**config.mk**
```make
export PLATFORM = sky130hd
export DESIGN_NAME = ifetch_flat
export DESIGN_NICKNAME = d
export VERILOG_FILES = /design/src/common/core_types_pkg.sv /design/src/common/mem_bus_if.sv /design/src/fetch/ifetch.sv /design/src/flat_wrapper.sv
export VERILOG_INCLUDE_DIRS = /design/src /design/src/common
export SDC_FILE = /design/constraint.sdc
export NUM_CORES = 1
export LEC_CHECK = 0
export ABC_CLOCK_PERIOD_IN_PS = 3100
export BUFFER_PORTS_ARGS = -buffer_cell sky130_fd_sc_hd__buf_4
export CAP_MARGIN = 10
export CORE_AREA = 2 2 78 80
export DETAILED_ROUTE_END_ITERATION = 8
export DIE_AREA = 0 0 80 82
export GPL_ROUTABILITY_DRIVEN = 1
export PLACE_DENSITY = 0.82
export SLEW_MARGIN = 25
export SYNTH_ARGS = -nofsm -noshare
export SYNTH_HDL_FRONTEND = slang
export SYNTH_SLANG_ARGS = --single-unit
```
**constraint.sdc**
```tcl
create_clock -name clk -period 3.1 [get_ports clk]
set_input_delay 0.155 -clock clk [delete_from_list [all_inputs] [get_ports clk]]
set_output_delay 0.155 -clock clk [all_outputs]
set_load 0.02 [all_outputs]
```
**src/common/rv_settings.svh**
```systemverilog
`ifndef RV_SETTINGS_SVH
`define RV_SETTINGS_SVH

// rv32 datapath and address width
`define CPU_WIDTH      32
`define RESET_PC       32'h8000_0000

// single-port word memory
`define MEM_WORDS      256
`define MEM_INDEX_BITS 8  // word index from addr[9:2]

`endif

```
**src/common/core_types_pkg.sv**
```systemverilog
`include "rv_settings.svh"

package core_types_pkg;

    typedef logic [`CPU_WIDTH-1:0] addr_t;  // byte address
    typedef logic [`CPU_WIDTH-1:0] word_t;  // instruction or data word

    // external mul/div progress seen by the core
    typedef enum logic [1:0] {
        MD_IDLE   = 2'd0,
        MD_BUSY   = 2'd1,
        MD_RESULT = 2'd2
    } md_status_t;

    // pc_gen mul/div tracking states
    typedef enum logic [1:0] {
        S_IDLE, S_ARITH, S_FINISH, S_TAIL
    } md_state_t;

endpackage

```
**src/common/mem_bus_if.sv**
```systemverilog
`timescale 1ns/1ps

interface mem_bus_if;
    import core_types_pkg::*;

    logic  req;    // level, held until done
    logic  we;
    addr_t addr;
    word_t wdata;
    word_t rdata;  // valid with done
    logic  done;   // single-cycle pulse

    modport master (
        output req, we, addr, wdata,
        input  rdata, done
    );

    modport slave (
        input  req, we, addr, wdata,
        output rdata, done
    );

endinterface

```
**src/fetch/ifetch.sv**
```systemverilog
`timescale 1ns/1ps

module ifetch (
    input  logic                  clk,
    input  logic                  rst_n,
    input  core_types_pkg::addr_t pc,
    input  logic                  fetch_en,
    input  logic                  fetch_hold,
    input  logic                  redirect,
    mem_bus_if.master             bus,
    output core_types_pkg::word_t instr,
    output core_types_pkg::addr_t instr_pc,
    output logic                  instr_valid,
    output logic                  fetch_done
);
    import core_types_pkg::*;

    logic  busy;      // read outstanding
    logic  stale;     // outstanding read was flushed
    logic  issue;
    logic  deliver;
    addr_t req_addr;

    assign issue   = !busy && fetch_en && !fetch_hold;
    assign deliver = bus.done && !stale && !redirect;

    always_ff @(posedge clk or negedge rst_n) begin
        if (!rst_n) begin
            busy  <= 1'b0;
            stale <= 1'b0;
        end else if (bus.done) begin
            busy  <= 1'b0;
            stale <= 1'b0;
        end else if (busy) begin
            if (redirect) stale <= 1'b1;
        end else if (issue) begin
            busy <= 1'b1;
        end
    end

    always_ff @(posedge clk) begin
        if (issue) req_addr <= pc;
    end

    assign bus.req   = busy;
    assign bus.we    = 1'b0;  // reads only
    assign bus.addr  = req_addr;
    assign bus.wdata = '0;

    assign instr       = bus.rdata;
    assign instr_pc    = req_addr;
    assign instr_valid = deliver;
    assign fetch_done  = deliver;

    // delivered fetch still matches the pc it advances
    a_pc_match: assert property (@(posedge clk) disable iff (!rst_n)
        deliver |-> (req_addr == pc));

endmodule

```
**src/flat_wrapper.sv**
```systemverilog
// flat-port wrapper written by rule: the top's interface ports become plain ports
module ifetch_flat import core_types_pkg::*;
  (clk, rst_n, pc, fetch_en, fetch_hold, redirect, instr, instr_pc, instr_valid, fetch_done, bus_req, bus_we, bus_addr, bus_wdata, bus_rdata, bus_done);
  mem_bus_if bus_i ();
  input  logic clk;
  input  logic rst_n;
  input  core_types_pkg::addr_t pc;
  input  logic fetch_en;
  input  logic fetch_hold;
  input  logic redirect;
  output core_types_pkg::word_t instr;
  output core_types_pkg::addr_t instr_pc;
  output logic instr_valid;
  output logic fetch_done;
  output wire logic [$bits(bus_i.req)-1:0] bus_req;
  output wire logic [$bits(bus_i.we)-1:0] bus_we;
  output wire logic [$bits(bus_i.addr)-1:0] bus_addr;
  output wire logic [$bits(bus_i.wdata)-1:0] bus_wdata;
  input wire logic [$bits(bus_i.rdata)-1:0] bus_rdata;
  input wire logic [$bits(bus_i.done)-1:0] bus_done;
  assign bus_req = bus_i.req;
  assign bus_we = bus_i.we;
  assign bus_addr = bus_i.addr;
  assign bus_wdata = bus_i.wdata;
  assign bus_i.rdata = bus_rdata;
  assign bus_i.done = bus_done;
  ifetch u_core (.clk(clk), .rst_n(rst_n), .pc(pc), .fetch_en(fetch_en), .fetch_hold(fetch_hold), .redirect(redirect), .bus(bus_i), .instr(instr), .instr_pc(instr_pc), .instr_valid(instr_valid), .fetch_done(fetch_done));
endmodule
```
==> flow_metrics.tcl, run 1 <==
set metrics [dict create \
    drcViolationCount 0 \
    clk_pin_slew_ns 0.06 \
    cp.buffers_inverters 1 \
    syn_area_per_cell_sq_um 12.9 \
    yosysTopAreaCell "edfxtp_1" \
    hp-class "in -> reg" \
    overflow 0 \
    whs_endpoint "u_core.bus.req" \
    cts_tree "yes" \
    synth_area_sq_um 1800 \
    die_height_um 82 \
    antenna_found_initial 0 \
    cts_max_level 2 \
    dpl.hpwl_mm 2.81 \
    clock_sinks 34 \
    path_cells "nor2_2 -> buf_4" \
    status "completed" \
    fin_skew_ns 0.00327 \
    cap_violations 0 \
    cp.required_ns 3.06 \
    worst_r2r_endpoint "u_core.bus.addr[15]" \
    max_slew_margin 0.509 \
    cts-root-buf "clkbuf_8" \
    clk_latency_ns 0.27 \
    min_from "bus_done" \
    ys_seq_area_frac 0.561 \
    min_path_cells 2 \
    synth.distinct_cells 10 \
    post_cts_resized 0 \
    yosysTopAreaCellShare 0.533 \
    max_stage_delay_ns 0.60 \
    crit_fanout 18 \
    ir_drop_mv 0.341 \
    setup_tns_ns 0 \
    first_pass_iters 3 \
    cts_made_buffers 5 \
    grt_pass1_vias 899 \
    critPathTopFamily "simple AND/OR/NAND/NOR gates" \
    viasPerCell 3.62 \
    drt_iter0_markers 18 \
    wire_per_inst_um 13.1 \
    finalSetupViolCount 0 \
    die_x_um 80 \
    io_pins 202 \
    yosys-top-cells-area "edfxtp_1 (53%), buf_4 (41%), dfrtp_1 (2.8%)" \
    r2r_cells 2 \
    path_class "reg -> reg" \
    startpoint "u_core.bus.req" \
    grt_pass1_wl_mm 4.60 \
    startpoint_type "flip-flop" \
    drt-total-wl_mm 3.46 \
    fillers 534 \
    rsz0062_at_grt "false" \
    worst_path_max_delay_cell "nor2_2" \
    num_rows 28 \
    worstPathArrival_ns 1.67 \
    worst_slew_pin_slew_ns 0.736 \
    p_leak_uw 0.00100 \
    gp_congestion 0.742 \
    r2r_slack_ns 1.39 \
    slew_violations 0 \
    grt_max_degree 19 \
    nets 257 \
    die_area_sq_um 6560 \
    track_usage 0.0996 \
    finalCritPeriodShare 0.552 \
    p_per_area_nw_per_um2 476 \
    fmax_ghz 0.585 \
    yosysWarnings 0 \
    portBuffers 104 \
    min_period_ns 1.71 \
    area_delta_synth_final_pct 19.9 \
    r2r_start "u_core.bus.req" \
    n_antenna_cell 0 \
    ys_ff_latch 34 \
    start_util 0.314 \
    hold_viol_final 0 \
    antenna_left 0 \
    drive_above_1_share 0.606 \
    synthesis.instances 140 \
    core_area_sq_um 5750 \
    hold_ws_ns 0.0410 \
    critical_path.endpoint_type "flip-flop" \
    cts_max_path_buffers 2 \
    vias 951 \
]
-- worst reg2reg max path, cell delays in order (launching register included) --
cell     delay [ns]
dfrtp_1        0.41
nor2_2         0.60
buf_4          0.38
-- placed cells by master, fill, tap and decap left out --
cell type and instances:
nand2b_4 1, a21oi_2 1, clkbuf_1 3, dlygate4sd3_1 1, clkbuf_8 5, dfrtp_1 2, nor2_2 1, a21oi_1 1
edfxtp_1 32, nor3b_2 1, conb_1 33, nor2_1 1, buf_4 105, inv_1 1
-- kinds of logic after synthesis --
group	Yosys count	synth area share
AND/OR/NAND/NOR	4	0.0187
buffers and inverters	99	0.410
AO/OA/AOI/OAI	2	0.00764
other	1	0.00208
flip-flops	34	0.561
-- report_power, final --
part	internal [uW]	leakage [uW]	total (uW)	switching, uW
registers	527	0.000324	539	12.2
clock network	159	0.0000395	300	141
logic	75.7	0.000639	188	112
-- sequential cells by signal, indices dropped and copies added (netlist names) --
name,count
u_core.bus.addr,32
u_core.bus.req,1
u_core.stale,1
-- Yosys cell counts --
master / instances
edfxtp_1: 32
nand2b_4: 1
buf_4: 98
dfrtp_1: 2
conb_1: 1
nor2_1: 2
inv_1: 1
nor3b_2: 1
a21oi_2: 1
a21oi_1: 1
-- metal layers --
metal | track usage | up-vias | share of wire
met5 | 0 | - | 0
met4 | 0.0729 | 0 | 0.033
li1 | - | 416 | -
met3 | 0.0495 | 8 | 0.15
met2 | 0.165 | 117 | 0.52
met1 | 0.0960 | 410 | 0.30
-- area by class of cell --
type | instances | area [sq um] | share of cell area
Clock buffer | 8 | 80.1 | 0.0371
Tap cell | 75 | 93.8 | 0.0434
Inverter | 1 | 3.75 | 0.00174
Multi-Input combinational cell | 39 | 174 | 0.0805
Sequential cell | 34 | 1010 | 0.468
Timing Repair Buffer | 106 | 798 | 0.369
-- how the worst max path moves through the flow --
stage	slack, ns	cells after the start	end
finish	1.39	2	u_core.bus.addr[15]
floorplan	0.81	1	u_core.bus.addr[0]
global placement	1.45	2	u_core.bus.addr[17]
global route	1.29	2	u_core.bus.addr[2]
CTS	1.38	2	u_core.bus.addr[7]
detailed placement	1.41	2	u_core.bus.addr[7]
-- timing repair --
action	CTS	global route
hold endpoints to repair	2	0
buffers inserted	0	0
hold buffers	1	0
-- per-stage QoR --
stage	setup slack [ns]	utilization	total power (uW)	std cells	area, sq um
6_report	1.39	0.376	1030	263	2160
5_1_grt	1.29	0.376	1080	263	2160
4_1_cts	1.38	0.376	1050	263	2160
3_5_place_dp	1.41	0.360	737	254	2070
3_3_place_gp	1.45	0.360	734	254	2070
2_1_floorplan	0.813	-	755	172	1920
(Power assumes the default switching activity.)
==> run 2, diff against run 1 <==
ABC_CLOCK_PERIOD_IN_PS = 1400   (was 3100)
CORE_AREA = unset   (was 2 2 78 80)
CORE_UTILIZATION = 31   (was unset)
DIE_AREA = unset   (was 0 0 80 82)
PLACE_DENSITY = 0.83   (was 0.82)
clock period = 1.4 ns   (was 3.1 ns; I/O delays follow)
==> run 2 against run 1 <==
Net effect: cell count grew 12%; sequential share of layout area shrank 6.6 points; register-to-register slack lost 1.0 ns; via count grew 17%; first-iteration DRC count shrank 5.6%; die area shrank 6.7%; combinational power grew to 2.7 times the previous value; critical path depth grew 2; critical path type is now in -> out; largest cell class is now buffers.
==> flow_metrics.tcl, run 2 (synthesis gave the netlist of run 1 again) <==
set metrics [dict create \
    mostFrequentLayoutCells "buf_4 (105), dlygate4sd3_1 (34), conb_1 (33)" \
    dp_cells 252 \
    setup_tns_ns 0 \
    post_cts_resized 0 \
    fin_area_sq_um 2510 \
    cts_tree "yes" \
    clock_sinks 34 \
    path_class "in -> out" \
    hold_viol_final 0 \
    fin_total_pwr_uw 2370 \
    track_usage 0.134 \
    finalSetupViolCount 0 \
    die_x_um 78.2 \
    critPathTopFamily "buffers and inverters" \
    clk_pin_slew_ns 0.06 \
    die_height_um 78.2 \
    cts_made_buffers 5 \
    finalCritPeriodShare 0.842 \
    max_stage_delay_ns 0.53 \
    crit_fanout 3 \
    largest_register_ffs 32 \
    crit_top_cell "buf_4" \
    antenna_found_initial 0 \
    worst_path_max_delay_cell "dlygate4sd3_1" \
    cts_max_path_buffers 2 \
    min_period_ns 1.18 \
    hp-class "in -> reg" \
    cp.buffers_inverters 3 \
    fin_skew_ns 0.00600 \
    overflow 0 \
    dpl_cell_area_sq_um 2090 \
    cts_max_level 2 \
    area_delta_synth_final_pct 39.5 \
    clk_latency_ns 0.28 \
    grt_max_degree 23 \
    critical_path.endpoint_type "output port" \
    startpoint_type "input pin" \
    n_antenna_cell 0 \
    path_cells "dlygate4sd3_1 -> buf_4 -> nor3b_2 -> buf_4" \
    drive_above_1_share 0.523 \
    portBuffers 104 \
    status "completed" \
    slew_violations 0 \
    io_pins 202 \
    p_leak_uw 0.00115 \
    cts-root-buf "clkbuf_8" \
    p_per_area_nw_per_um2 944 \
    num_rows 27 \
    viasPerCell 3.79 \
    instances_no_fill 294 \
    dpl.hpwl_mm 2.89 \
    fillers 485 \
    drcViolationCount 0 \
    antenna_left 0 \
    core_area_sq_um 5540 \
    grt_pass1_wl_mm 5.88 \
    mostFrequentLayoutCell "buf_4" \
    nets 291 \
    wire_per_inst_um 14.1 \
    drt_iter0_markers 17 \
    fmax_ghz 0.848 \
    die_area_sq_um 6120 \
    rsz0062_at_grt "false" \
    cap_violations 0 \
    vias 1115 \
    utilization 0.454 \
    worstPathArrival_ns 1.11 \
    gp_congestion 0.716 \
    cp.required_ns 1.33 \
    start_util 0.325 \
    drt-total-wl_mm 4.13 \
    first_pass_iters 4 \
    ir_drop_mv 0.615 \
    grt_pass1_vias 1135 \
]
[run 2: cell count changes in the layout (fill, tap and decap cells not counted)]
cell and change:
clkinv_1 +1, dlygate4sd3_1 +33, nor2_2 -1, clkbuf_1 -2, buf_12 +1, clkinv_2 +1, nor2_4 +1
[run 2: layout make-up]
cell class	count	area [sq um]	share of cell area
repair buffers	140	1150	0.457
flip-flops and latches	34	1010	0.402
multi-input cells	39	179	0.0712
well taps	72	90.1	0.0358
clock buffers	6	72.6	0.0289
clock inverters	2	8.76	0.00348
inverters	1	3.75	0.00149
[run 2: repair_timing]
action	CTS	global route
endpoints found under the hold margin	36	0
hold buffers	34	0
buffers inserted	0	0
endpoints found under the setup margin	0	0
[run 2: final timing paths]
check,slack [ns],cells past startpoint,from,end
hold / removal,0.08,3,fetch_en,u_core.bus.req
max in group asynchronous,1.18,2,rst_n,u_core.stale
hold reg to reg,0.55,2,u_core.stale,u_core.stale
setup reg to reg,0.34,2,u_core.bus.req,u_core.bus.addr[11]
min in group asynchronous,0.13,2,rst_n,u_core.bus.req
setup / recovery,0.22,4,bus_done,fetch_done
[run 2: worst min-delay path, stage by stage]
cell and delay, ns:
buf_4 0.12, nand2b_4 0.08, a21oi_2 0.05
[run 2: power by group]
group / total (uW) / switching, uW / internal (uW)
sequential: 1190 / 26.6 / 1170
clock: 674 / 332 / 342
combinational: 505 / 270 / 235
[run 2: metal layers]
layer	wire [um]	up-vias	GRT usage
met5	0	-	0
met4	177	0	0.102
met3	554	17	0.0605
met2	2210	123	0.251
met1	1190	489	0.107
li1	-	486	-
[run 2: metrics by stage]
stage / hold slack (ns) / worst slack [ns]
finish: 0.0838 / 0.221
global route: 0.0824 / 0.166
CTS: 0.0757 / 0.241
detailed placement: -0.144 / 0.351
global placement: -0.145 / 0.372
floorplan: -0.226 / 0.00133
