==> src/common/rv_settings.svh <==
`ifndef RV_SETTINGS_SVH
`define RV_SETTINGS_SVH

// rv32 datapath and address width
`define CPU_WIDTH      32
`define RESET_PC       32'h8000_0000

// single-port word memory
`define MEM_WORDS      256
`define MEM_INDEX_BITS 8  // word index from addr[9:2]

`endif

==> src/common/core_types_pkg.sv <==
`include "rv_settings.svh"

package core_types_pkg;

    typedef logic [`CPU_WIDTH-1:0] addr_t;  // byte address
    typedef logic [`CPU_WIDTH-1:0] word_t;  // instruction or data word

    // external mul/div progress seen by the core
    typedef enum logic [1:0] {
        MD_IDLE   = 2'd0,
        MD_BUSY   = 2'd1,
        MD_RESULT = 2'd2
    } md_status_t;

    // pc_gen mul/div tracking states
    typedef enum logic [1:0] {
        S_IDLE, S_ARITH, S_FINISH, S_TAIL
    } md_state_t;

endpackage

==> src/common/mem_bus_if.sv <==
`timescale 1ns/1ps

interface mem_bus_if;
    import core_types_pkg::*;

    logic  req;    // level, held until done
    logic  we;
    addr_t addr;
    word_t wdata;
    word_t rdata;  // valid with done
    logic  done;   // single-cycle pulse

    modport master (
        output req, we, addr, wdata,
        input  rdata, done
    );

    modport slave (
        input  req, we, addr, wdata,
        output rdata, done
    );

endinterface

==> src/source/lsu_port.sv <==
`timescale 1ns/1ps

module lsu_port (
    input  logic                  clk,
    input  logic                  rst_n,
    input  logic                  lsu_req,
    input  logic                  lsu_we,
    input  core_types_pkg::addr_t lsu_addr,
    input  core_types_pkg::word_t lsu_wdata,
    mem_bus_if.master             bus,
    output core_types_pkg::word_t lsu_rdata,
    output logic                  lsu_done,
    output logic                  mem_stall
);
    import core_types_pkg::*;

    logic  pend;
    logic  capture;
    logic  we_q;
    addr_t addr_q;
    word_t wdata_q;

    assign capture = lsu_req && !pend;

    always_ff @(posedge clk or negedge rst_n) begin
        if (!rst_n) begin
            pend <= 1'b0;
        end else if (bus.done) begin
            pend <= 1'b0;
        end else if (capture) begin
            pend <= 1'b1;
        end
    end

    always_ff @(posedge clk) begin
        if (capture) begin
            we_q    <= lsu_we;
            addr_q  <= lsu_addr;
            wdata_q <= lsu_wdata;
        end
    end

    // strobe cycle goes straight to the bus, latched copy holds it after
    assign bus.req   = pend || lsu_req;
    assign bus.we    = pend ? we_q : lsu_we;
    assign bus.addr  = pend ? addr_q : lsu_addr;
    assign bus.wdata = pend ? wdata_q : lsu_wdata;

    assign lsu_rdata = bus.rdata;
    assign lsu_done  = bus.done;
    assign mem_stall = pend;

    a_one_outstanding: assert property (@(posedge clk) disable iff (!rst_n)
        pend |-> !lsu_req);

endmodule

==> src/flat_wrapper.sv <==
// flat-port wrapper written by rule: the top's interface ports become plain ports
module lsu_port_flat import core_types_pkg::*;
  (clk, rst_n, lsu_req, lsu_we, lsu_addr, lsu_wdata, lsu_rdata, lsu_done, mem_stall, bus_req, bus_we, bus_addr, bus_wdata, bus_rdata, bus_done);
  mem_bus_if bus_i ();
  input  logic clk;
  input  logic rst_n;
  input  logic lsu_req;
  input  logic lsu_we;
  input  core_types_pkg::addr_t lsu_addr;
  input  core_types_pkg::word_t lsu_wdata;
  output core_types_pkg::word_t lsu_rdata;
  output logic lsu_done;
  output logic mem_stall;
  output wire logic [$bits(bus_i.req)-1:0] bus_req;
  output wire logic [$bits(bus_i.we)-1:0] bus_we;
  output wire logic [$bits(bus_i.addr)-1:0] bus_addr;
  output wire logic [$bits(bus_i.wdata)-1:0] bus_wdata;
  input wire logic [$bits(bus_i.rdata)-1:0] bus_rdata;
  input wire logic [$bits(bus_i.done)-1:0] bus_done;
  assign bus_req = bus_i.req;
  assign bus_we = bus_i.we;
  assign bus_addr = bus_i.addr;
  assign bus_wdata = bus_i.wdata;
  assign bus_i.rdata = bus_rdata;
  assign bus_i.done = bus_done;
  lsu_port u_core (.clk(clk), .rst_n(rst_n), .lsu_req(lsu_req), .lsu_we(lsu_we), .lsu_addr(lsu_addr), .lsu_wdata(lsu_wdata), .bus(bus_i), .lsu_rdata(lsu_rdata), .lsu_done(lsu_done), .mem_stall(mem_stall));
endmodule
==> config.mk <==
export PLATFORM = sky130hd
export DESIGN_NAME = lsu_port_flat
export DESIGN_NICKNAME = d
export VERILOG_FILES = /design/src/common/core_types_pkg.sv /design/src/common/mem_bus_if.sv /design/src/source/lsu_port.sv /design/src/flat_wrapper.sv
export VERILOG_INCLUDE_DIRS = /design/src /design/src/common
export SDC_FILE = /design/constraint.sdc
export NUM_CORES = 1
export LEC_CHECK = 0
export BUFFER_PORTS_ARGS = -buffer_cell sky130_fd_sc_hd__clkbuf_2
export CORE_UTILIZATION = 40
export CTS_BUF_LIST = sky130_fd_sc_hd__clkbuf_16
export DETAILED_ROUTE_END_ITERATION = 12
export MAX_ROUTING_LAYER = met4
export PLACE_DENSITY = 0.76
export SYNTH_ARGS = -nofsm -noshare
export SYNTH_HDL_FRONTEND = slang
export SYNTH_SLANG_ARGS = --single-unit
==> constraint.sdc <==
create_clock -name clk -period 12.1 [get_ports clk]
set_input_delay 1.815 -clock clk [delete_from_list [all_inputs] [get_ports clk]]
set_output_delay 1.815 -clock clk [all_outputs]
set_load 0.02 [all_outputs]
==> results of run 1 <==
[flip-flops by register name, summed over array words and instances, names as in the netlist]
register          flops
u_core.addr_q        32
u_core.mem_stall      1
u_core.wdata_q       32
u_core.we_q           1
[report_power, final]
part | total [mW] | internal, mW | switching (mW)
Sequential | 0.276 | 0.267 | 0.00938
Clock | 0.219 | 0.134 | 0.0845
Combinational | 0.0900 | 0.0421 | 0.0479
[stage by stage]
step | utilization [%] | std cells
4_1_cts | 52.6 | 386
5_1_grt | 52.6 | 386
6_report | 52.6 | 386
2_1_floorplan | - | 175
3_3_place_gp | 49.1 | 370
3_5_place_dp | 49.1 | 370
[worst max-delay path, stage by stage]
cell and delay (ns):
clkbuf_2 0.10, or2_2 0.27, clkbuf_2 0.15
[final timing paths]
| kind | startpoint | endpoint | depth (start not counted) | slack (ns) |
|---|---|---|---|---|
| max reg2reg | u_core.mem_stall$_DFFE_PN0P_ | u_core.addr_q[21]$_DFFE_PP_ | 2 | 9.53 |
| max in group asynchronous | rst_n | u_core.mem_stall$_DFFE_PN0P_ | 1 | 10.73 |
| max | lsu_req | bus_req | 3 | 7.95 |
| min | u_core.mem_stall$_DFFE_PN0P_ | u_core.mem_stall$_DFFE_PN0P_ | 1 | 1.22 |
| min in group asynchronous | rst_n | u_core.mem_stall$_DFFE_PN0P_ | 1 | 1.27 |
| min reg2reg | u_core.mem_stall$_DFFE_PN0P_ | u_core.mem_stall$_DFFE_PN0P_ | 1 | 1.22 |
[cell usage in the layout (no fill, tap or decap)]
cell type and count:
mux2_4 17, edfxtp_1 65, o21ba_2 1, buf_4 1
clkbuf_16 9, nor2b_4 1, clkinv_2 4, inv_1 3
or2_2 1, clkbuf_2 136, dfrtp_4 1, mux2_2 48
[final cells by class]
class / count / area [µm²] / share of cell area (%)
Multi-Input combinational cell: 68 / 826 / 21.3
Clock inverter: 7 / 31.3 / 0.807
Timing Repair Buffer: 137 / 688 / 17.8
Tap cell: 99 / 124 / 3.20
Clock buffer: 9 / 225 / 5.81
Sequential cell: 66 / 1980 / 51.1
[cell usage after synthesis]
cell type	count	share of area (%)
buf_2	4	0.64
nor2b_1	1	0.20
or2_2	1	0.20
o21ba_2	1	0.32
mux2_4	17	8.2
dfrtp_1	1	0.81
edfxtp_1	65	63
buf_6	4	1.4
buf_4	33	8.0
mux2_2	48	17
[cell families after synthesis]
group	Yosys count	share of synthesized area (%)
simple gates	2	0.403
flops	66	63.6
buf+inv	41	10.1
compound gates	1	0.322
mux	65	25.6
[routing by layer]
layer	global-route usage (%)	share of wire (%)	wire length (µm)
met1	16.3	41	2300
met2	21.6	49	2750
met3	5.08	7.9	439
met4	6.99	1.8	99
met5	-	0	0
==> flow_metrics.py, run 1 <==
metrics = {
    "status": {
        "outcome": "finished clean",
    },
    "global_routing": {
        "globalRouteTotalUtil_pct": 14.1,
        "grt_pass1_vias": 1771,
        "grt_pass1_wl_um": 8640,
        "grt_max_degree": 70,
        "gr-total-overflow": 0,
        "antenna_found_initial": 0,
    },
    "route": {
        "viasPerCell": 4.76,
        "dr.pass1.iters": 4,
        "routed_wl_um": 5590,
        "ant_nets": 0,
        "drt-initial-drc-count": 58,
        "vias": 1838,
        "drc": 0,
        "routedWlPerCell_um": 14.5,
    },
    "timing": {
        "fin_ws_ns": 7.95,
        "tns_ns": 0,
        "hold_violations": 0,
        "grt_setup_unrepaired": "no",
        "fin_hold_ws_ns": 1.22,
        "final-max-slew-violation-count": 0,
        "fmax_ghz": 0.241,
        "slew_headroom_pct": 35.8,
        "setup_viol": 0,
        "skew_ns": 0.00441,
        "post-route-period-util_pct": 34.3,
        "fin_crit_ns": 4.15,
        "max_slew.worst_pin.slew_ns": 0.963,
    },
    "synthesis": {
        "synth_warnings": 0,
        "synth_fp_nets": 276,
        "synth_cells": 175,
        "yosysSeqAreaShare_pct": 63.6,
        "syn_avg_cell_area_um2": 17.8,
        "synth_cell_types": 10,
        "netlist_area_um2": 3110,
        "synth_seq_cells": 66,
    },
    "cts": {
        "ctsHoldBuffers": 0,
        "ctsResizeCount": 0,
        "numClockSinks": 66,
        "clk_pin_slew_worst_paths_ns": 0.05,
        "cts_inserted_buffers": 9,
        "post_cts_buffers": 0,
        "cts_tree": "yes",
        "cts_root_buf": "clkbuf_16",
        "cts_buffer_depth": 2,
        "htree_levels": 3,
        "clk_latency_ns": 0.31,
    },
    "floorplan": {
        "die_w_um": 90.1,
        "row_count": 31,
        "die_y_um": 90.1,
        "start_util_pct": 42.2,
        "coreArea_um2": 7370,
        "dieArea_um2": 8130,
        "num_io_pins": 201,
    },
    "worst_setup_path": {
        "path_class": "in2out",
        "worstPathArrival_ns": 2.33,
        "path_max_fanout": 3,
        "startpoint_type": "input pin",
        "cp.required_ns": 10.28,
        "crit_path_end_kind": "primary output",
    },
    "placed_design": {
        "dpl.hpwl_um": 3970,
        "place_ws_ns": 7.95,
        "gp_congestion": 0.696,
        "portBuffers": 136,
        "placed_area_um2": 3620,
    },
    "layout": {
        "antenna_cells": 0,
        "syn_to_final_growth_pct": 24.7,
        "drive_above_1_share_pct": 76.3,
        "fillers": 633,
        "design_area_um2": 3870,
        "final_nets": 383,
    },
    "power_and_ir_drop": {
        "power.density_nw_per_um2": 151,
        "p_leak_nw": 1.67,
        "power_mw": 0.585,
        "ir_drop_mv": 0.0794,
    },
    "job": {
        "maxCapViolCount": 0,
    },
    "hold_path": {
        "worstHoldPathType": "reg2reg",
    },
}
No activity file was read; power rests on OpenSTA's default activity.
==> run 2: changes to the inputs <==
Settings changed: ABC_AREA from default to 1, CORE_UTILIZATION 40 to 38.
Clock period 12.1 ns to 3.6 ns, I/O delays scaled along.
==> run 2 against run 1 <==
  * Clock power increased to 3.7 times the previous value
  * Final area shrank 0.16%
  * Clock-buffer cell count unchanged
  * Critical endpoint is now bus_wdata[19]
==> flow_metrics.py, run 2 <==
metrics = {
    "status": {
        "outcome": "finished clean",
    },
    "timing": {
        "fin_crit_ns": 2.43,
        "setup_viol": 0,
        "tns_ns": 0,
        "hold_violations": 0,
        "grt_setup_unrepaired": "no",
        "skew_ns": 0.00553,
        "slew_headroom_pct": 54.8,
        "final-max-slew-violation-count": 0,
        "max_slew.worst_pin.slew_ns": 0.677,
        "fin_hold_ws_ns": 0.388,
        "post-route-period-util_pct": 67.4,
        "fmax_ghz": 0.412,
    },
    "placed_design": {
        "gp_congestion": 0.748,
        "dpl.hpwl_um": 4960,
        "portBuffers": 136,
        "placed_area_um2": 3580,
    },
    "worst_setup_path": {
        "startpoint_type": "register",
        "crit_chain": "inv_2, buf_4, nand2_1, nand2_1, clkbuf_2",
        "r2r_cells": 3,
        "crit_top_cell": "nand2_1",
        "reg2reg_to": "u_core.we_q$_DFFE_PP_",
        "path_max_fanout": 33,
        "r2r-start": "u_core.mem_stall$_DFFE_PN0P_",
        "crit_family": "buffers and inverters",
        "slowest_stage": "buf_4",
        "slowest_delay_ns": 0.42,
        "cp_num_buf_inv": 3,
        "path_class": "reg2out",
        "cp.required_ns": 3.06,
        "crit_path_end_kind": "primary output",
        "worstPathArrival_ns": 1.89,
        "ff2ff_setup_slack_ns": 1.58,
    },
    "hold_path": {
        "hold_end": "u_core.mem_stall$_DFFE_PN0P_",
        "hold_depth": 2,
        "min_from": "bus_done",
        "worstHoldPathType": "in2reg",
    },
    "global_routing": {
        "grt_pass1_vias": 2286,
        "antenna_found_initial": 0,
        "grt_pass1_wl_um": 10800,
        "globalRouteTotalUtil_pct": 17.2,
        "gr-total-overflow": 0,
        "grt_max_degree": 69,
    },
    "power_and_ir_drop": {
        "power.density_nw_per_um2": 528,
        "ir_drop_mv": 0.231,
        "p_leak_nw": 1.95,
    },
    "layout": {
        "antenna_cells": 0,
        "drive_above_1_share_pct": 36.3,
        "final_cell_mix": "nand2_1, clkbuf_2, edfxtp_1",
        "design_area_um2": 3870,
        "final_common_cell": "nand2_1",
        "final_nets": 519,
        "syn_to_final_growth_pct": 24.8,
        "reg_top3": "u_core.addr_q x32, u_core.wdata_q x32",
    },
    "synthesis": {
        "syn_avg_cell_area_um2": 9.84,
        "async_flop_share_pct": 1.52,
        "ys_top_cells_by_area": "edfxtp_1, nand2_1, buf_4, buf_6, buf_2",
        "synth_top_area_share_pct": 63.0,
        "synth-edff-count": 65,
        "synth_cells": 315,
        "synthTopCellsByCount": "nand2_1, edfxtp_1, buf_4",
        "synth_warnings": 0,
        "synth_seq_cells": 66,
        "synth_cell_types": 10,
        "synth_ff_type": "edfxtp_1",
        "netlist_area_um2": 3100,
        "synth_fp_nets": 416,
        "yosysMostFrequentCell": "nand2_1",
        "yosysSeqAreaShare_pct": 63.8,
        "yosys.area.top_type": "edfxtp_1",
    },
    "route": {
        "drc": 0,
        "routedWlPerCell_um": 13.2,
        "dr.pass1.iters": 4,
        "ant_nets": 0,
        "drt-initial-drc-count": 82,
        "viasPerCell": 4.56,
        "vias": 2391,
        "routed_wl_um": 6900,
    },
    "cts": {
        "clk_latency_ns": 0.32,
        "cts_buffer_depth": 2,
        "htree_levels": 3,
        "cts_root_buf": "clkbuf_16",
        "numClockSinks": 66,
        "post_cts_buffers": 0,
        "clk_pin_slew_worst_paths_ns": 0.05,
        "cts_tree": "yes",
        "cts_inserted_buffers": 9,
    },
    "floorplan": {
        "die_y_um": 92.3,
        "die_w_um": 92.3,
        "num_io_pins": 201,
        "dieArea_um2": 8520,
        "row_count": 32,
        "start_util_pct": 39.7,
        "coreArea_um2": 7810,
    },
    "job": {
        "maxCapViolCount": 0,
    },
}
run 2: where the power goes:
group	total (mW)	switching (mW)	internal, mW
registers	0.908	0.0108	0.897
clock network	0.805	0.285	0.520
logic	0.328	0.222	0.106
run 2: metal layers:
layer,global-route usage (%),wire [µm],up-vias
met5,-,0,-
met3,3.78,561,20
li1,-,-,1179
met4,9.77,174,0
met2,29.6,3540,134
met1,18.3,2630,1058
run 2: area by class of cell:
class | instances | area, µm²
fillers | 764 | 3940
clock inverters | 6 | 50.0
repair buffers | 140 | 726
flip-flops and latches | 66 | 1980
well taps | 102 | 128
multi-input cells | 198 | 751
clock buffers | 9 | 225
inverters | 3 | 11.3
run 2: how the worst max path moves through the flow:
stage | start | to | slack [ns] | cells after the start
6_report | u_core.mem_stall$_DFFE_PN0P_ | bus_wdata[19] | 1.17 | 5
5_1_grt | u_core.mem_stall$_DFFE_PN0P_ | bus_we | 1.01 | 5
4_1_cts | u_core.mem_stall$_DFFE_PN0P_ | bus_wdata[6] | 1.13 | 5
3_5_place_dp | u_core.mem_stall$_DFFE_PN0P_ | bus_wdata[6] | 1.48 | 5
3_3_place_gp | u_core.mem_stall$_DFFE_PN0P_ | bus_we | 1.53 | 5
2_1_floorplan | u_core.mem_stall$_DFFE_PN0P_ | u_core.addr_q[0]$_DFFE_PP_ | 0.68 | 3
run 2: kinds of logic after synthesis:
group | share of synthesized area (%)
flip-flops | 63.8
AND/OR/NAND/NOR | 24.0
buffers and inverters | 12.2
run 2: what timing repair did:
| item | in CTS | in global routing |
|---|---|---|
| resized for setup | 0 | 0 |
| endpoints found under the hold margin | 1 | 0 |
| hold buffers | 1 | 0 |
run 2: stage by stage:
stage	instances	setup WS, ns	power [mW]	util, %
global route	524	1.01	2.13	49.6
finish	524	1.17	2.04	49.6
CTS	524	1.13	2.07	49.6
global placement	508	1.53	1.25	45.9
detailed placement	508	1.48	1.25	45.9
floorplan	315	0.681	1.18	-
