<file path="src/common/rv_settings.svh">
`ifndef RV_SETTINGS_SVH
`define RV_SETTINGS_SVH

// rv32 datapath and address width
`define CPU_WIDTH      32
`define RESET_PC       32'h8000_0000

// single-port word memory
`define MEM_WORDS      256
`define MEM_INDEX_BITS 8  // word index from addr[9:2]

`endif

</file>
<file path="src/common/core_types_pkg.sv">
`include "rv_settings.svh"

package core_types_pkg;

    typedef logic [`CPU_WIDTH-1:0] addr_t;  // byte address
    typedef logic [`CPU_WIDTH-1:0] word_t;  // instruction or data word

    // external mul/div progress seen by the core
    typedef enum logic [1:0] {
        MD_IDLE   = 2'd0,
        MD_BUSY   = 2'd1,
        MD_RESULT = 2'd2
    } md_status_t;

    // pc_gen mul/div tracking states
    typedef enum logic [1:0] {
        S_IDLE, S_ARITH, S_FINISH, S_TAIL
    } md_state_t;

endpackage

</file>
<file path="src/common/bus_types_pkg.sv">
`include "rv_settings.svh"

package bus_types_pkg;

    typedef logic [`MEM_INDEX_BITS-1:0] mem_index_t;  // word index into memory

    // who holds the memory grant
    typedef enum logic {
        REQ_FETCH = 1'b0,
        REQ_LSU   = 1'b1
    } req_id_t;

endpackage

</file>
<file path="src/common/mem_bus_if.sv">
`timescale 1ns/1ps

interface mem_bus_if;
    import core_types_pkg::*;

    logic  req;    // level, held until done
    logic  we;
    addr_t addr;
    word_t wdata;
    word_t rdata;  // valid with done
    logic  done;   // single-cycle pulse

    modport master (
        output req, we, addr, wdata,
        input  rdata, done
    );

    modport slave (
        input  req, we, addr, wdata,
        output rdata, done
    );

endinterface

</file>
<file path="src/source/bus_arbiter.sv">
`timescale 1ns/1ps

module bus_arbiter (
    input  logic      clk,
    input  logic      rst_n,
    mem_bus_if.slave  fetch_bus,
    mem_bus_if.slave  lsu_bus,
    mem_bus_if.master mem_bus
);
    import bus_types_pkg::*;

    logic    busy;     // grant held until done
    logic    any_req;
    req_id_t owner;
    req_id_t sel;

    assign any_req = fetch_bus.req || lsu_bus.req;

    // lsu wins a tie, an active grant is never broken
    always_comb begin
        if (busy) begin
            sel = owner;
        end else if (lsu_bus.req) begin
            sel = REQ_LSU;
        end else begin
            sel = REQ_FETCH;
        end
    end

    always_ff @(posedge clk or negedge rst_n) begin
        if (!rst_n) begin
            busy  <= 1'b0;
            owner <= REQ_FETCH;
        end else if (mem_bus.done) begin
            busy <= 1'b0;
        end else if (!busy && any_req) begin
            busy  <= 1'b1;
            owner <= sel;
        end
    end

    assign mem_bus.req   = (sel == REQ_LSU) ? lsu_bus.req   : fetch_bus.req;
    assign mem_bus.we    = (sel == REQ_LSU) ? lsu_bus.we    : fetch_bus.we;
    assign mem_bus.addr  = (sel == REQ_LSU) ? lsu_bus.addr  : fetch_bus.addr;
    assign mem_bus.wdata = (sel == REQ_LSU) ? lsu_bus.wdata : fetch_bus.wdata;

    // response only reaches the owner
    assign fetch_bus.done  = mem_bus.done && (owner == REQ_FETCH);
    assign lsu_bus.done    = mem_bus.done && (owner == REQ_LSU);
    assign fetch_bus.rdata = (owner == REQ_FETCH) ? mem_bus.rdata : '0;
    assign lsu_bus.rdata   = (owner == REQ_LSU) ? mem_bus.rdata : '0;

    a_done_granted: assert property (@(posedge clk) disable iff (!rst_n)
        mem_bus.done |-> busy);

endmodule

</file>
<file path="src/flat_wrapper.sv">
// flat-port wrapper written by rule: the top's interface ports become plain ports
module bus_arbiter_flat import bus_types_pkg::*;
  (clk, rst_n, fetch_bus_req, fetch_bus_we, fetch_bus_addr, fetch_bus_wdata, fetch_bus_rdata, fetch_bus_done, lsu_bus_req, lsu_bus_we, lsu_bus_addr, lsu_bus_wdata, lsu_bus_rdata, lsu_bus_done, mem_bus_req, mem_bus_we, mem_bus_addr, mem_bus_wdata, mem_bus_rdata, mem_bus_done);
  mem_bus_if fetch_bus_i ();
  mem_bus_if lsu_bus_i ();
  mem_bus_if mem_bus_i ();
  input  logic clk;
  input  logic rst_n;
  input wire logic [$bits(fetch_bus_i.req)-1:0] fetch_bus_req;
  input wire logic [$bits(fetch_bus_i.we)-1:0] fetch_bus_we;
  input wire logic [$bits(fetch_bus_i.addr)-1:0] fetch_bus_addr;
  input wire logic [$bits(fetch_bus_i.wdata)-1:0] fetch_bus_wdata;
  output wire logic [$bits(fetch_bus_i.rdata)-1:0] fetch_bus_rdata;
  output wire logic [$bits(fetch_bus_i.done)-1:0] fetch_bus_done;
  input wire logic [$bits(lsu_bus_i.req)-1:0] lsu_bus_req;
  input wire logic [$bits(lsu_bus_i.we)-1:0] lsu_bus_we;
  input wire logic [$bits(lsu_bus_i.addr)-1:0] lsu_bus_addr;
  input wire logic [$bits(lsu_bus_i.wdata)-1:0] lsu_bus_wdata;
  output wire logic [$bits(lsu_bus_i.rdata)-1:0] lsu_bus_rdata;
  output wire logic [$bits(lsu_bus_i.done)-1:0] lsu_bus_done;
  output wire logic [$bits(mem_bus_i.req)-1:0] mem_bus_req;
  output wire logic [$bits(mem_bus_i.we)-1:0] mem_bus_we;
  output wire logic [$bits(mem_bus_i.addr)-1:0] mem_bus_addr;
  output wire logic [$bits(mem_bus_i.wdata)-1:0] mem_bus_wdata;
  input wire logic [$bits(mem_bus_i.rdata)-1:0] mem_bus_rdata;
  input wire logic [$bits(mem_bus_i.done)-1:0] mem_bus_done;
  assign fetch_bus_i.req = fetch_bus_req;
  assign fetch_bus_i.we = fetch_bus_we;
  assign fetch_bus_i.addr = fetch_bus_addr;
  assign fetch_bus_i.wdata = fetch_bus_wdata;
  assign fetch_bus_rdata = fetch_bus_i.rdata;
  assign fetch_bus_done = fetch_bus_i.done;
  assign lsu_bus_i.req = lsu_bus_req;
  assign lsu_bus_i.we = lsu_bus_we;
  assign lsu_bus_i.addr = lsu_bus_addr;
  assign lsu_bus_i.wdata = lsu_bus_wdata;
  assign lsu_bus_rdata = lsu_bus_i.rdata;
  assign lsu_bus_done = lsu_bus_i.done;
  assign mem_bus_req = mem_bus_i.req;
  assign mem_bus_we = mem_bus_i.we;
  assign mem_bus_addr = mem_bus_i.addr;
  assign mem_bus_wdata = mem_bus_i.wdata;
  assign mem_bus_i.rdata = mem_bus_rdata;
  assign mem_bus_i.done = mem_bus_done;
  bus_arbiter u_core (.clk(clk), .rst_n(rst_n), .fetch_bus(fetch_bus_i), .lsu_bus(lsu_bus_i), .mem_bus(mem_bus_i));
endmodule
</file>
<file path="config.mk">
export PLATFORM = sky130hd
export DESIGN_NAME = bus_arbiter_flat
export DESIGN_NICKNAME = d
export VERILOG_FILES = /design/src/common/core_types_pkg.sv /design/src/common/bus_types_pkg.sv /design/src/common/mem_bus_if.sv /design/src/source/bus_arbiter.sv /design/src/flat_wrapper.sv
export VERILOG_INCLUDE_DIRS = /design/src /design/src/common
export SDC_FILE = /design/constraint.sdc
export NUM_CORES = 1
export LEC_CHECK = 0
export ABC_AREA = 1
export ABC_CLOCK_PERIOD_IN_PS = 1400
export BUFFER_PORTS_ARGS = -buffer_cell sky130_fd_sc_hd__buf_4
export CAP_MARGIN = 20
export CORE_AREA = 5 5 113 115
export DETAILED_ROUTE_END_ITERATION = 10
export DIE_AREA = 0 0 118 120
export GPL_ROUTABILITY_DRIVEN = 0
export HOLD_SLACK_MARGIN = 0.06
export PLACE_DENSITY_LB_ADDON = 0.15
export SYNTH_ARGS = -nofsm -noshare
export SYNTH_HDL_FRONTEND = slang
export SYNTH_SLANG_ARGS = --single-unit
</file>
<file path="constraint.sdc">
create_clock -name clk -period 1.4 [get_ports clk]
set_input_delay 0.28 -clock clk [delete_from_list [all_inputs] [get_ports clk]]
set_output_delay 0.28 -clock clk [all_outputs]
set_load 0.02 [all_outputs]
</file>
==> key figures, run 1 <==
Global route
  – Vias in the first global route: 3179
  – Tot GR Track Use: 13.2%
  – Initial antenna violation count: 0
  – Grt ovf: 0
  – First-pass GRT wire length: 15500 microns
  – Largest net degree at the start of global routing: 29

Floorplan
  – Die Ht: 120 microns
  – Rows: 40
  – Initial core utilization: 13.1%
  – Die span in x: 118 microns
  – Die area: 14200 sq um
  – Io pins: 299
  – Core area: 11700 sq um

Timing
  – Clk_skew: 6.04 ps
  – Slew headroom: 88.4%
  – Fin crit period: 1690 ps
  – Unrepaired setup endpoints after global routing: yes
  – Worst-Margin Slew: 174 ps
  – Final setup margin: -287 ps
  – Final setup violation count: 132
  – Final Slew Violations: 0
  – Max Clk Rate: 593 MHz
  – Setup tns final: -32630 ps
  – Final-report hold violation count: 0
  – Final period util: 121%

Power and ir drop
  – Sequential power share: 2.0%
  – Static Leak: 3.22 nW
  – Comb power frac: 87.4%
  – Int Power: 2.30 mW
  – Peak supply drop: 0.000334 V
  – PD cells: 802 nW/um^2
  – Total power: 4.17 mW
  – Clk pwr share: 10.6%
  – Switching pwr: 1.87 mW
  – Switching share of power: 44.9%

Worst setup path
  – Crit path max-delay family: flip-flops
  – RR Startpoint: u_core.busy$_DFFE_PN0P_
  – Setup CP Type: reg -> out
  – CP Cell Sequence: inv_4 > nand2_4 > nand2_8 > clkbuf_16 > nand2_2 > nand2_2 > buf_6
  – CP Launch Type: flop
  – Data arrival, critical path: 1410 ps
  – Flop2flop setup slack: 190 ps
  – Slowest cell on crit path: dfrtp_2
  – Buffers & Inverters on Critical Path: 3
  – CP max stage delay: 460 ps
  – Most common cell on crit path: nand2_2
  – Reg-to-reg critical path endpoint: u_core.owner$_DFFE_PN0P_
  – CP Launch Point: u_core.busy$_DFFE_PN0P_
  – Worst setup path endpoint: mem_bus_wdata[17]
  – Worst path required time: 1120 ps
  – Worst r2r path cells: 7
  – Worst Path Max Fanout: 7
  – Endpoint type of the worst setup path: output pin
  – Stages on worst setup path: 7

Outcome
  – Status: complete, but fails checks
  – Violated checks: negative setup slack

Route
  – DRC: 0
  – Via count: 3304
  – Antenna Nets Post-Route: 0
  – Drt wl/cell: 14.1 microns
  – Final wirelength: 11800 microns
  – DRT Pass-1 Iters: 4
  – Routed vias/inst: 3.95
  – DRT iter0 DRCs: 75

Layout
  – Final std cells w/o fill: 837
  – # fillers: 1198
  – Most frequent cells in the layout: buf_4 (217), nand2_1 (190), buf_6 (94)
  – Commonest non-fill, non-tap cell in the layout: buf_4
  – NumNets Final: 858
  – Area grow syn2layout: 238%
  – Diode count: 0
  – Share of cells above drive strength 1: 60.4%

Synth
  – Total of warnings raised by yosys: 0
  – Yosys reg bits: 2
  – Mapped cell area: 1540 sq um
  – Cells after synthesis: 374
  – Register area share after synthesis: 3.26%
  – Synthesized net count: 541
  – Synthesized area per cell: 4.11 sq um
  – Count of different cell masters after synthesis: 10

Clock tree
  – Clock tree buffer depth: 2
  – Root buffer cell: clkbuf_16
  – Clock Sinks: 2
  – TritonCTS Buffers: 3
  – H-tree levels: 1
  – Clk slew on worst S/H paths: 30 ps
  – CTS tree: yes
  – Clk Latency, worst-skew pair: 220 ps

Placement
  – Inst Count DP: 810
  – Port bufs: 298
  – DP HPWL: 8620 microns

Job
  – Max cap viols: 0

Worst hold path
  – Class of the worst hold path: in -> reg
## cells in the mapped netlist (all sizes together)
cell / instances / area share (%)
a21oi: 1 / 0.33
dfrtp: 2 / 3.3
inv: 70 / 17
nand2: 243 / 60
clkbuf: 3 / 0.73
buf: 19 / 10
nor2: 36 / 8.8
## through the flow
step | hold WS [ps] | setup WS [ps] | utilization [%] | cell area [sq um]
6_report | 266 | -287 | 44.4 | 5190
2_1_floorplan | -15.6 | 15.0 | - | 1540
3_3_place_gp | 65.3 | -80.9 | 33.8 | 3950
5_1_grt | 283 | -344 | 44.4 | 5190
4_1_cts | 268 | -294 | 38.1 | 4460
3_5_place_dp | 64.2 | -113 | 33.8 | 3950
## timing repair
action	4_1_cts	5_1_grt
gates resized for setup	75	146
cloned	3	12
hold buffers	1	0
setup buffers	7	2
pin swaps	2	25
setup endpoints to repair	132	132
endpoints found under the hold margin	2	0
## worst min path at each step
stage	from	slack [ps]	to	cells after the start
after floorplan	rst_n	-20	u_core.busy$_DFFE_PN0P_	0
after global placement	rst_n	70	u_core.busy$_DFFE_PN0P_	1
after detailed placement	rst_n	60	u_core.busy$_DFFE_PN0P_	1
after CTS	mem_bus_done	270	u_core.busy$_DFFE_PN0P_	2
after global routing	mem_bus_done	280	u_core.busy$_DFFE_PN0P_	2
final	mem_bus_done	270	u_core.busy$_DFFE_PN0P_	2
## metal layers
metal	routed length, microns	GRT usage [%]	part of all wire (%)
met3	1080	4.67	9.1
met1	3910	13.1	33
met4	88	2.08	0.75
met2	6740	26.6	57
met5	0	0	0
## registers in the layout (all words and copies together) (netlist names)
register,count
u_core.busy,1
u_core.owner,1
## area by class of cell
type                            count  area, sq um  area share [%]
Inverter                           70          265            5.11
Timing Repair Buffer              333         3170            61.1
Sequential cell                     2         52.6            1.01
Clock buffer                        4         78.8            1.52
Tap cell                          147          184            3.54
Multi-Input combinational cell    281         1440            27.7
## cells by family after synthesis
family                 synth area share [%]
and+or+nand+nor                        68.3
buffers and inverters                  28.1
AOI/OAI and AO/OA                     0.325
DFF                                    3.26
## power groups by stage
stage	Clock (mW)	Combinational, mW	Sequential, mW
floorplan	0	1.35	0.0687
global placement	0	2.64	0.0754
detailed placement	0	2.64	0.0761
CTS	0.448	3.05	0.0779
global route	0.458	3.87	0.0848
finish	0.442	3.64	0.0829
No activity file was read; power rests on OpenSTA's default activity.
==> run 2, diff against run 1 <==
ABC_CLOCK_PERIOD_IN_PS = 2000   (was 1400)
CORE_AREA = 5 5 112 114   (was 5 5 113 115)
DIE_AREA = 0 0 117 119   (was 0 0 118 120)
clock period = 2 ns   (was 1.4 ns; I/O delays follow)
==> key figures, run 2 (synthesis gave the netlist of run 1 again) <==
Outcome
  – Status: finished clean (was complete, but fails checks)

Clock tree
  – H-tree levels: 1 (unchanged)
  – TritonCTS Buffers: 3 (unchanged)
  – Clk slew on worst S/H paths: 30 ps (about the same)
  – Clock tree buffer depth: 2 (unchanged)
  – Root buffer cell: clkbuf_16 (unchanged)
  – Clock Sinks: 2 (unchanged)
  – Clk Latency, worst-skew pair: 220 ps (about the same)
  – Post-CTS Setup Bufs: 0 (was 7)
  – CTS tree: yes (unchanged)

Worst setup path
  – Worst Path Max Fanout: 66 (was 7)
  – Worst path required time: 1600 ps (was 1120 ps)
  – Most common cell on crit path: nand2_1 (was nand2_2)
  – CP max stage delay: 410 ps (was 460 ps)
  – Worst r2r path cells: 3 (was 7)
  – Reg-to-reg critical path endpoint: u_core.owner$_DFFE_PN0P_ (unchanged)
  – Data arrival, critical path: 1470 ps (was 1410 ps)
  – RR Startpoint: u_core.owner$_DFFE_PN0P_ (was u_core.busy$_DFFE_PN0P_)
  – Endpoint type of the worst setup path: output pin (unchanged)
  – CP Launch Type: flop (unchanged)
  – Slowest cell on crit path: dfrtp_2 (unchanged)
  – Setup CP Type: reg -> out (unchanged)
  – CP Cell Sequence: inv_2 > nand2_1 > nand2_2 > buf_12 > nand2_1 > nand2_1 > buf_4 (was inv_4 > nand2_4 > nand2_8 > clkbuf_16 > nand2_2 > nand2_2 > buf_6)
  – Flop2flop setup slack: 880 ps (was 190 ps)

Power and ir drop
  – Clk pwr share: 14.3% (was 10.6%)
  – Switching share of power: 48.8% (was 44.9%)
  – Total power: 2.15 mW (was 4.17 mW)
  – Sequential power share: 2.5% (was 2.0%)
  – PD cells: 542 nW/um^2 (was 802 nW/um^2)
  – Comb power frac: 83.2% (was 87.4%)
  – Peak supply drop: 0.000296 V (was 0.000334 V)
  – Switching pwr: 1.05 mW (was 1.87 mW)
  – Int Power: 1.10 mW (was 2.30 mW)
  – Static Leak: 2.79 nW (was 3.22 nW)

Timing
  – Slew headroom: 61.0% (was 88.4%)
  – Final setup violation count: 0 (was 132)
  – Setup tns final: 0 ps (was -32630 ps)
  – Fin crit period: 1870 ps
  – Final-report hold violation count: 0 (unchanged)
  – Max Clk Rate: 534 MHz
  – Final Slew Violations: 0 (unchanged)
  – Unrepaired setup endpoints after global routing: no (was yes)
  – Final setup margin: 126 ps (was -287 ps)
  – Worst-Margin Slew: 586 ps (was 174 ps)
  – Final period util: 93.7%
  – Clk_skew: 4.82 ps (was 6.04 ps)

Placement
  – Port bufs: 298 (unchanged)
  – DP HPWL: 8670 microns (was 8620 microns)
  – Inst Count DP: 797 (was 810)
  – Pre-CTS setup slack: 240 ps (was -113 ps)

Route
  – DRT iter0 DRCs: 129 (was 75)
  – Highest Signal Layer: met5 (was met4)
  – M1 WL: 3280 microns (was 3910 microns)
  – Final wirelength: 10200 microns (was 11800 microns)
  – Drt wl/cell: 12.7 microns (was 14.1 microns)
  – Antenna Nets Post-Route: 0 (unchanged)
  – Via count: 3079 (was 3304)
  – DRT Pass-1 Iters: 4 (unchanged)
  – Met2 wire length: 5360 microns (was 6740 microns)
  – Routed vias/inst: 3.83 (was 3.95)
  – Metal3 WL: 1400 microns (was 1080 microns)
  – DRC: 0 (unchanged)

Worst hold path
  – Hold EP: u_core.busy$_DFFE_PN0P_ (unchanged)
  – Hold Startpoint: mem_bus_done (unchanged)
  – Hold path cells: 2 (unchanged)
  – Class of the worst hold path: in -> reg (unchanged)

Floorplan
  – Die Ht: 119 microns (was 120 microns)
  – Io pins: 299 (unchanged)
  – Die span in x: 117 microns (was 118 microns)
  – Initial core utilization: 13.6% (was 13.1%)
  – Die area: 13900 sq um (was 14200 sq um)
  – Rows: 39 (was 40)
  – Core area: 11300 sq um (was 11700 sq um)

Layout
  – Share of cells above drive strength 1: 47.1% (was 60.4%)
  – # fillers: 1272 (was 1198)
  – Utilization after layout: 35.1% (was 44.4%)
  – Regs by FF count: u_core.busy x1, u_core.owner x1 (unchanged)
  – Diode count: 0 (unchanged)
  – NumNets Final: 828 (was 858)
  – Final std cells w/o fill: 803 (was 837)
  – Commonest non-fill, non-tap cell in the layout: buf_4 (unchanged)
  – Area grow syn2layout: 158% (was 238%)
  – Most frequent cells in the layout: buf_4 (299), nand2_1 (241), inv_1 (68) (was buf_4 (217), nand2_1 (190), buf_6 (94))

Global route
  – First-pass GRT wire length: 14100 microns (was 15500 microns)
  – Grt ovf: 0 (unchanged)
  – Initial antenna violation count: 1 (was 0)
  – Tot GR Track Use: 12.5% (was 13.2%)
  – Vias in the first global route: 2877 (was 3179)
  – Largest net degree at the start of global routing: 67 (was 29)

Job
  – Max cap viols: 0 (unchanged)
[run 2: cell types whose count changed in the layout (fill, tap and decap cells not counted), moves of 2 or more]
cell / delta
buf_12: -6
nor2_4: -23
nand2_2: -41
nand2_8: -2
nor2_1: +23
nand2_4: -9
nand2_1: +51
buf_6: -94
clkbuf_16: -8
buf_4: +82
[run 2: worst max path at each step]
stage	depth (start not counted)	to	start	slack (ps)
global placement	8	mem_bus_wdata[23]	lsu_bus_req	240
global route	4	lsu_bus_rdata[10]	u_core.owner$_DFFE_PN0P_	3
finish	7	mem_bus_wdata[23]	u_core.owner$_DFFE_PN0P_	130
floorplan	4	fetch_bus_rdata[10]	u_core.owner$_DFFE_PN0P_	500
detailed placement	8	mem_bus_wdata[23]	lsu_bus_req	240
CTS	7	mem_bus_wdata[19]	u_core.busy$_DFFE_PN0P_	50
[run 2: power groups by stage]
stage	combinational, mW	clock (mW)	sequential [mW]
after global placement	1.79	0	0.0533
after global routing	1.94	0.322	0.0537
after CTS	1.80	0.313	0.0529
after floorplan	0.942	0	0.0481
final	1.79	0.308	0.0527
after detailed placement	1.79	0	0.0533
[run 2: area by class of cell]
class / count / area, sq um / area share [%]
timing repair buffer: 304 / 2330 / 58.8
multi-input combinational: 280 / 1060 / 26.8
inverter: 70 / 263 / 6.62
tap: 143 / 179 / 4.51
clock buffer: 4 / 78.8 / 1.99
sequential: 2 / 51.3 / 1.29
[run 2: metrics by stage]
stage          area (sq um)  hold WS, ps
2_1_floorplan          1540          104
3_3_place_gp           3840          184
3_5_place_dp           3840          188
4_1_cts                3930          394
5_1_grt                3970          399
6_report               3970          393
[run 2: per-layer routing]
metal	track usage, %	vias to the layer above
li1	-	1604
met1	12.3	1283
met2	24.8	180
met3	4.41	10
met4	2.08	2
met5	0	-
[run 2: timing repair]
action | in CTS | in global routing
hold endpoints to repair | 2 | 0
resized for setup | 0 | 3
hold buffers | 1 | 0
endpoints found under the setup margin | 0 | 31
[run 2: critical path: cells and delay by family (launching register included)]
kind	cells	cell delay [ps]
buffers and inverters	3	470
AND/OR/NAND/NOR	4	360
flip-flops	1	410
==> run 3, diff against run 2 <==
==> constraint.sdc (replaced) <==
create_clock -name clk -period 2 [get_ports clk]
set_input_delay 0.4 -clock clk [delete_from_list [all_inputs] [get_ports clk]]
set_output_delay 0.4 -clock clk [all_outputs]
set_load 0.005 [all_outputs]
==> key figures, run 3 (synthesis gave the netlist of run 1 again) <==
Worst setup path
  – Crit path max-delay family: buffers and inverters (unchanged)
  – Buffers & Inverters on Critical Path: 3 (unchanged)
  – Worst path required time: 1600 ps (about the same)
  – CP Launch Type: flop (unchanged)
  – CP Cell Sequence: inv_2 > nand2_1 > nand2_2 > buf_12 > nand2_1 > nand2_1 > buf_4 (unchanged)
  – Data arrival, critical path: 1460 ps (was 1470 ps)
  – Most common cell on crit path: nand2_1 (unchanged)
  – Slowest cell on crit path: dfrtp_1 (was dfrtp_2)
  – Setup CP Type: reg -> out (unchanged)
  – CP max stage delay: 400 ps (was 410 ps)
  – Endpoint type of the worst setup path: output pin (unchanged)
  – Worst Path Max Fanout: 40 (was 66)

Layout
  – Commonest non-fill, non-tap cell in the layout: buf_4 (unchanged)
  – Diode count: 0 (unchanged)
  – Regs by FF count: u_core.busy x1, u_core.owner x1 (unchanged)
  – Utilization after layout: 34.8% (was 35.1%)
  – # fillers: 1251 (was 1272)
  – Most frequent cells in the layout: buf_4 (299), nand2_1 (241), inv_1 (68) (unchanged)
  – Area grow syn2layout: 156% (was 158%)
  – NumNets Final: 827 (was 828)
  – Share of cells above drive strength 1: 47.0% (was 47.1%)

Clock tree
  – H-tree levels: 1 (unchanged)
  – Post-CTS Setup Bufs: 0 (unchanged)
  – Root buffer cell: clkbuf_16 (unchanged)
  – Clk slew on worst S/H paths: 30 ps (about the same)
  – Clock Sinks: 2 (unchanged)
  – TritonCTS Buffers: 3 (unchanged)
  – Clk Latency, worst-skew pair: 220 ps (about the same)
  – Clock tree buffer depth: 2 (unchanged)
  – CTS tree: yes (unchanged)

Power and ir drop
  – Peak supply drop: 0.000232 V (was 0.000296 V)
  – Total power: 1.72 mW (was 2.15 mW)
  – Int Power: 1.06 mW (was 1.10 mW)
  – Switching pwr: 0.652 mW (was 1.05 mW)
  – Comb power frac: 78.8% (was 83.2%)
  – Sequential power share: 3.1% (was 2.5%)
  – Switching share of power: 38.0% (was 48.8%)
  – Static Leak: 2.77 nW (was 2.79 nW)
  – Clk pwr share: 18.1% (was 14.3%)
  – PD cells: 436 nW/um^2 (was 542 nW/um^2)

Route
  – Final wirelength: 10100 microns (was 10200 microns)
  – Routed vias/inst: 3.83 (about the same)
  – Antenna Nets Post-Route: 0 (unchanged)
  – Drt wl/cell: 12.6 microns (was 12.7 microns)
  – Via count: 3074 (was 3079)
  – DRT iter0 DRCs: 104 (was 129)
  – DRC: 0 (unchanged)
  – DRT Pass-1 Iters: 4 (unchanged)

Floorplan
  – Core area: 11300 sq um (unchanged)
  – Die area: 13900 sq um (unchanged)
  – Die span in x: 117 microns (unchanged)
  – Initial core utilization: 13.6% (unchanged)
  – Io pins: 299 (unchanged)
  – Rows: 39 (unchanged)
  – Die Ht: 119 microns (unchanged)

Timing
  – Final-report hold violation count: 0 (unchanged)
  – Final setup violation count: 0 (unchanged)
  – Max Clk Rate: 537 MHz (was 534 MHz)
  – Clk_skew: 3.39 ps (was 4.82 ps)
  – Worst-Margin Slew: 592 ps (was 586 ps)
  – Unrepaired setup endpoints after global routing: no (unchanged)
  – Final period util: 93.1% (was 93.7%)
  – Final Slew Violations: 0 (unchanged)
  – Slew headroom: 60.6% (was 61.0%)
  – Fin crit period: 1860 ps (was 1870 ps)
  – Setup tns final: 0 ps (unchanged)

Global route
  – Vias in the first global route: 2908 (was 2877)
  – Grt ovf: 0 (unchanged)
  – Grt peak-use layer: met2 (unchanged)
  – M1 GR Usage: 11.8% (was 12.3%)
  – Largest net degree at the start of global routing: 67 (unchanged)
  – First-pass GRT wire length: 14100 microns (unchanged)
  – Met2 usage: 25.4% (was 24.8%)
  – Initial antenna violation count: 1 (unchanged)
  – Met3 usage: 4.31% (was 4.41%)
  – Tot GR Track Use: 12.5% (about the same)

Placement
  – DP HPWL: 8720 microns (was 8670 microns)
  – Port bufs: 298 (unchanged)

Job
  – Max cap viols: 0 (unchanged)

Outcome
  – Status: finished clean (unchanged)

Worst hold path
  – Class of the worst hold path: in -> reg (unchanged)
[run 3: cell types whose count changed in the layout (fill, tap and decap cells not counted)]
cell	before	now
nand2_2	1	2
clkbuf_16	4	3
nand2_4	1	0
buf_8	1	0
buf_6	0	1
[run 3: layout make-up]
class	count	area, sq um	area share [%]
repair buffers	303	2310	58.6
multi-input cells	280	1060	26.9
inverters	70	263	6.68
well taps	143	179	4.55
clock buffers	4	78.8	2.00
flip-flops and latches	2	51.3	1.30
[run 3: power groups by stage]
stage          registers [mW]  clock network [mW]  logic (mW)
6_report               0.0531               0.310        1.35
5_1_grt                0.0544               0.327        1.50
4_1_cts                0.0533               0.314        1.38
3_5_place_dp           0.0536                   0        1.38
3_3_place_gp           0.0533                   0        1.38
2_1_floorplan          0.0481                   0       0.542
[run 3: worst register-to-register path: cells and delay by family (launching register included)]
family                 cells  cell delay (ps)
DFF                        1              400
and+or+nand+nor            4              360
buffers and inverters      2              320
[run 3: metrics by stage]
step	setup slack [ps]	hold slack (ps)	cells	instance area, sq um
finish	138	383	802	3940
global route	5.58	399	802	3940
CTS	87.7	389	802	3930
detailed placement	268	186	797	3840
global placement	265	184	797	3840
floorplan	593	104	374	1540
[run 3: layer usage]
layer / wire length [microns] / share of wire, %
met5: 13 / 0.13
met4: 143 / 1.4
met3: 1370 / 14
met2: 5290 / 52
met1: 3310 / 33
[run 3: final timing paths]
path                                    startpoint                        to  slack (ps)  depth (start not counted)
setup / recovery           u_core.busy$_DFFE_PN0P_         mem_bus_wdata[24]         140                          7
hold / removal                        mem_bus_done   u_core.busy$_DFFE_PN0P_         380                          2
setup reg to reg           u_core.busy$_DFFE_PN0P_  u_core.owner$_DFFE_PN0P_         850                          6
hold reg to reg            u_core.busy$_DFFE_PN0P_   u_core.busy$_DFFE_PN0P_         600                          2
max in group asynchronous                    rst_n  u_core.owner$_DFFE_PN0P_        1390                          2
min in group asynchronous                    rst_n  u_core.owner$_DFFE_PN0P_         510                          2
[run 3: repair_timing]
action / CTS / global route
hold buffers: 1 / 0
resized for setup: 0 / 1
hold endpoints to repair: 2 / 0
setup endpoints to repair: 0 / 16
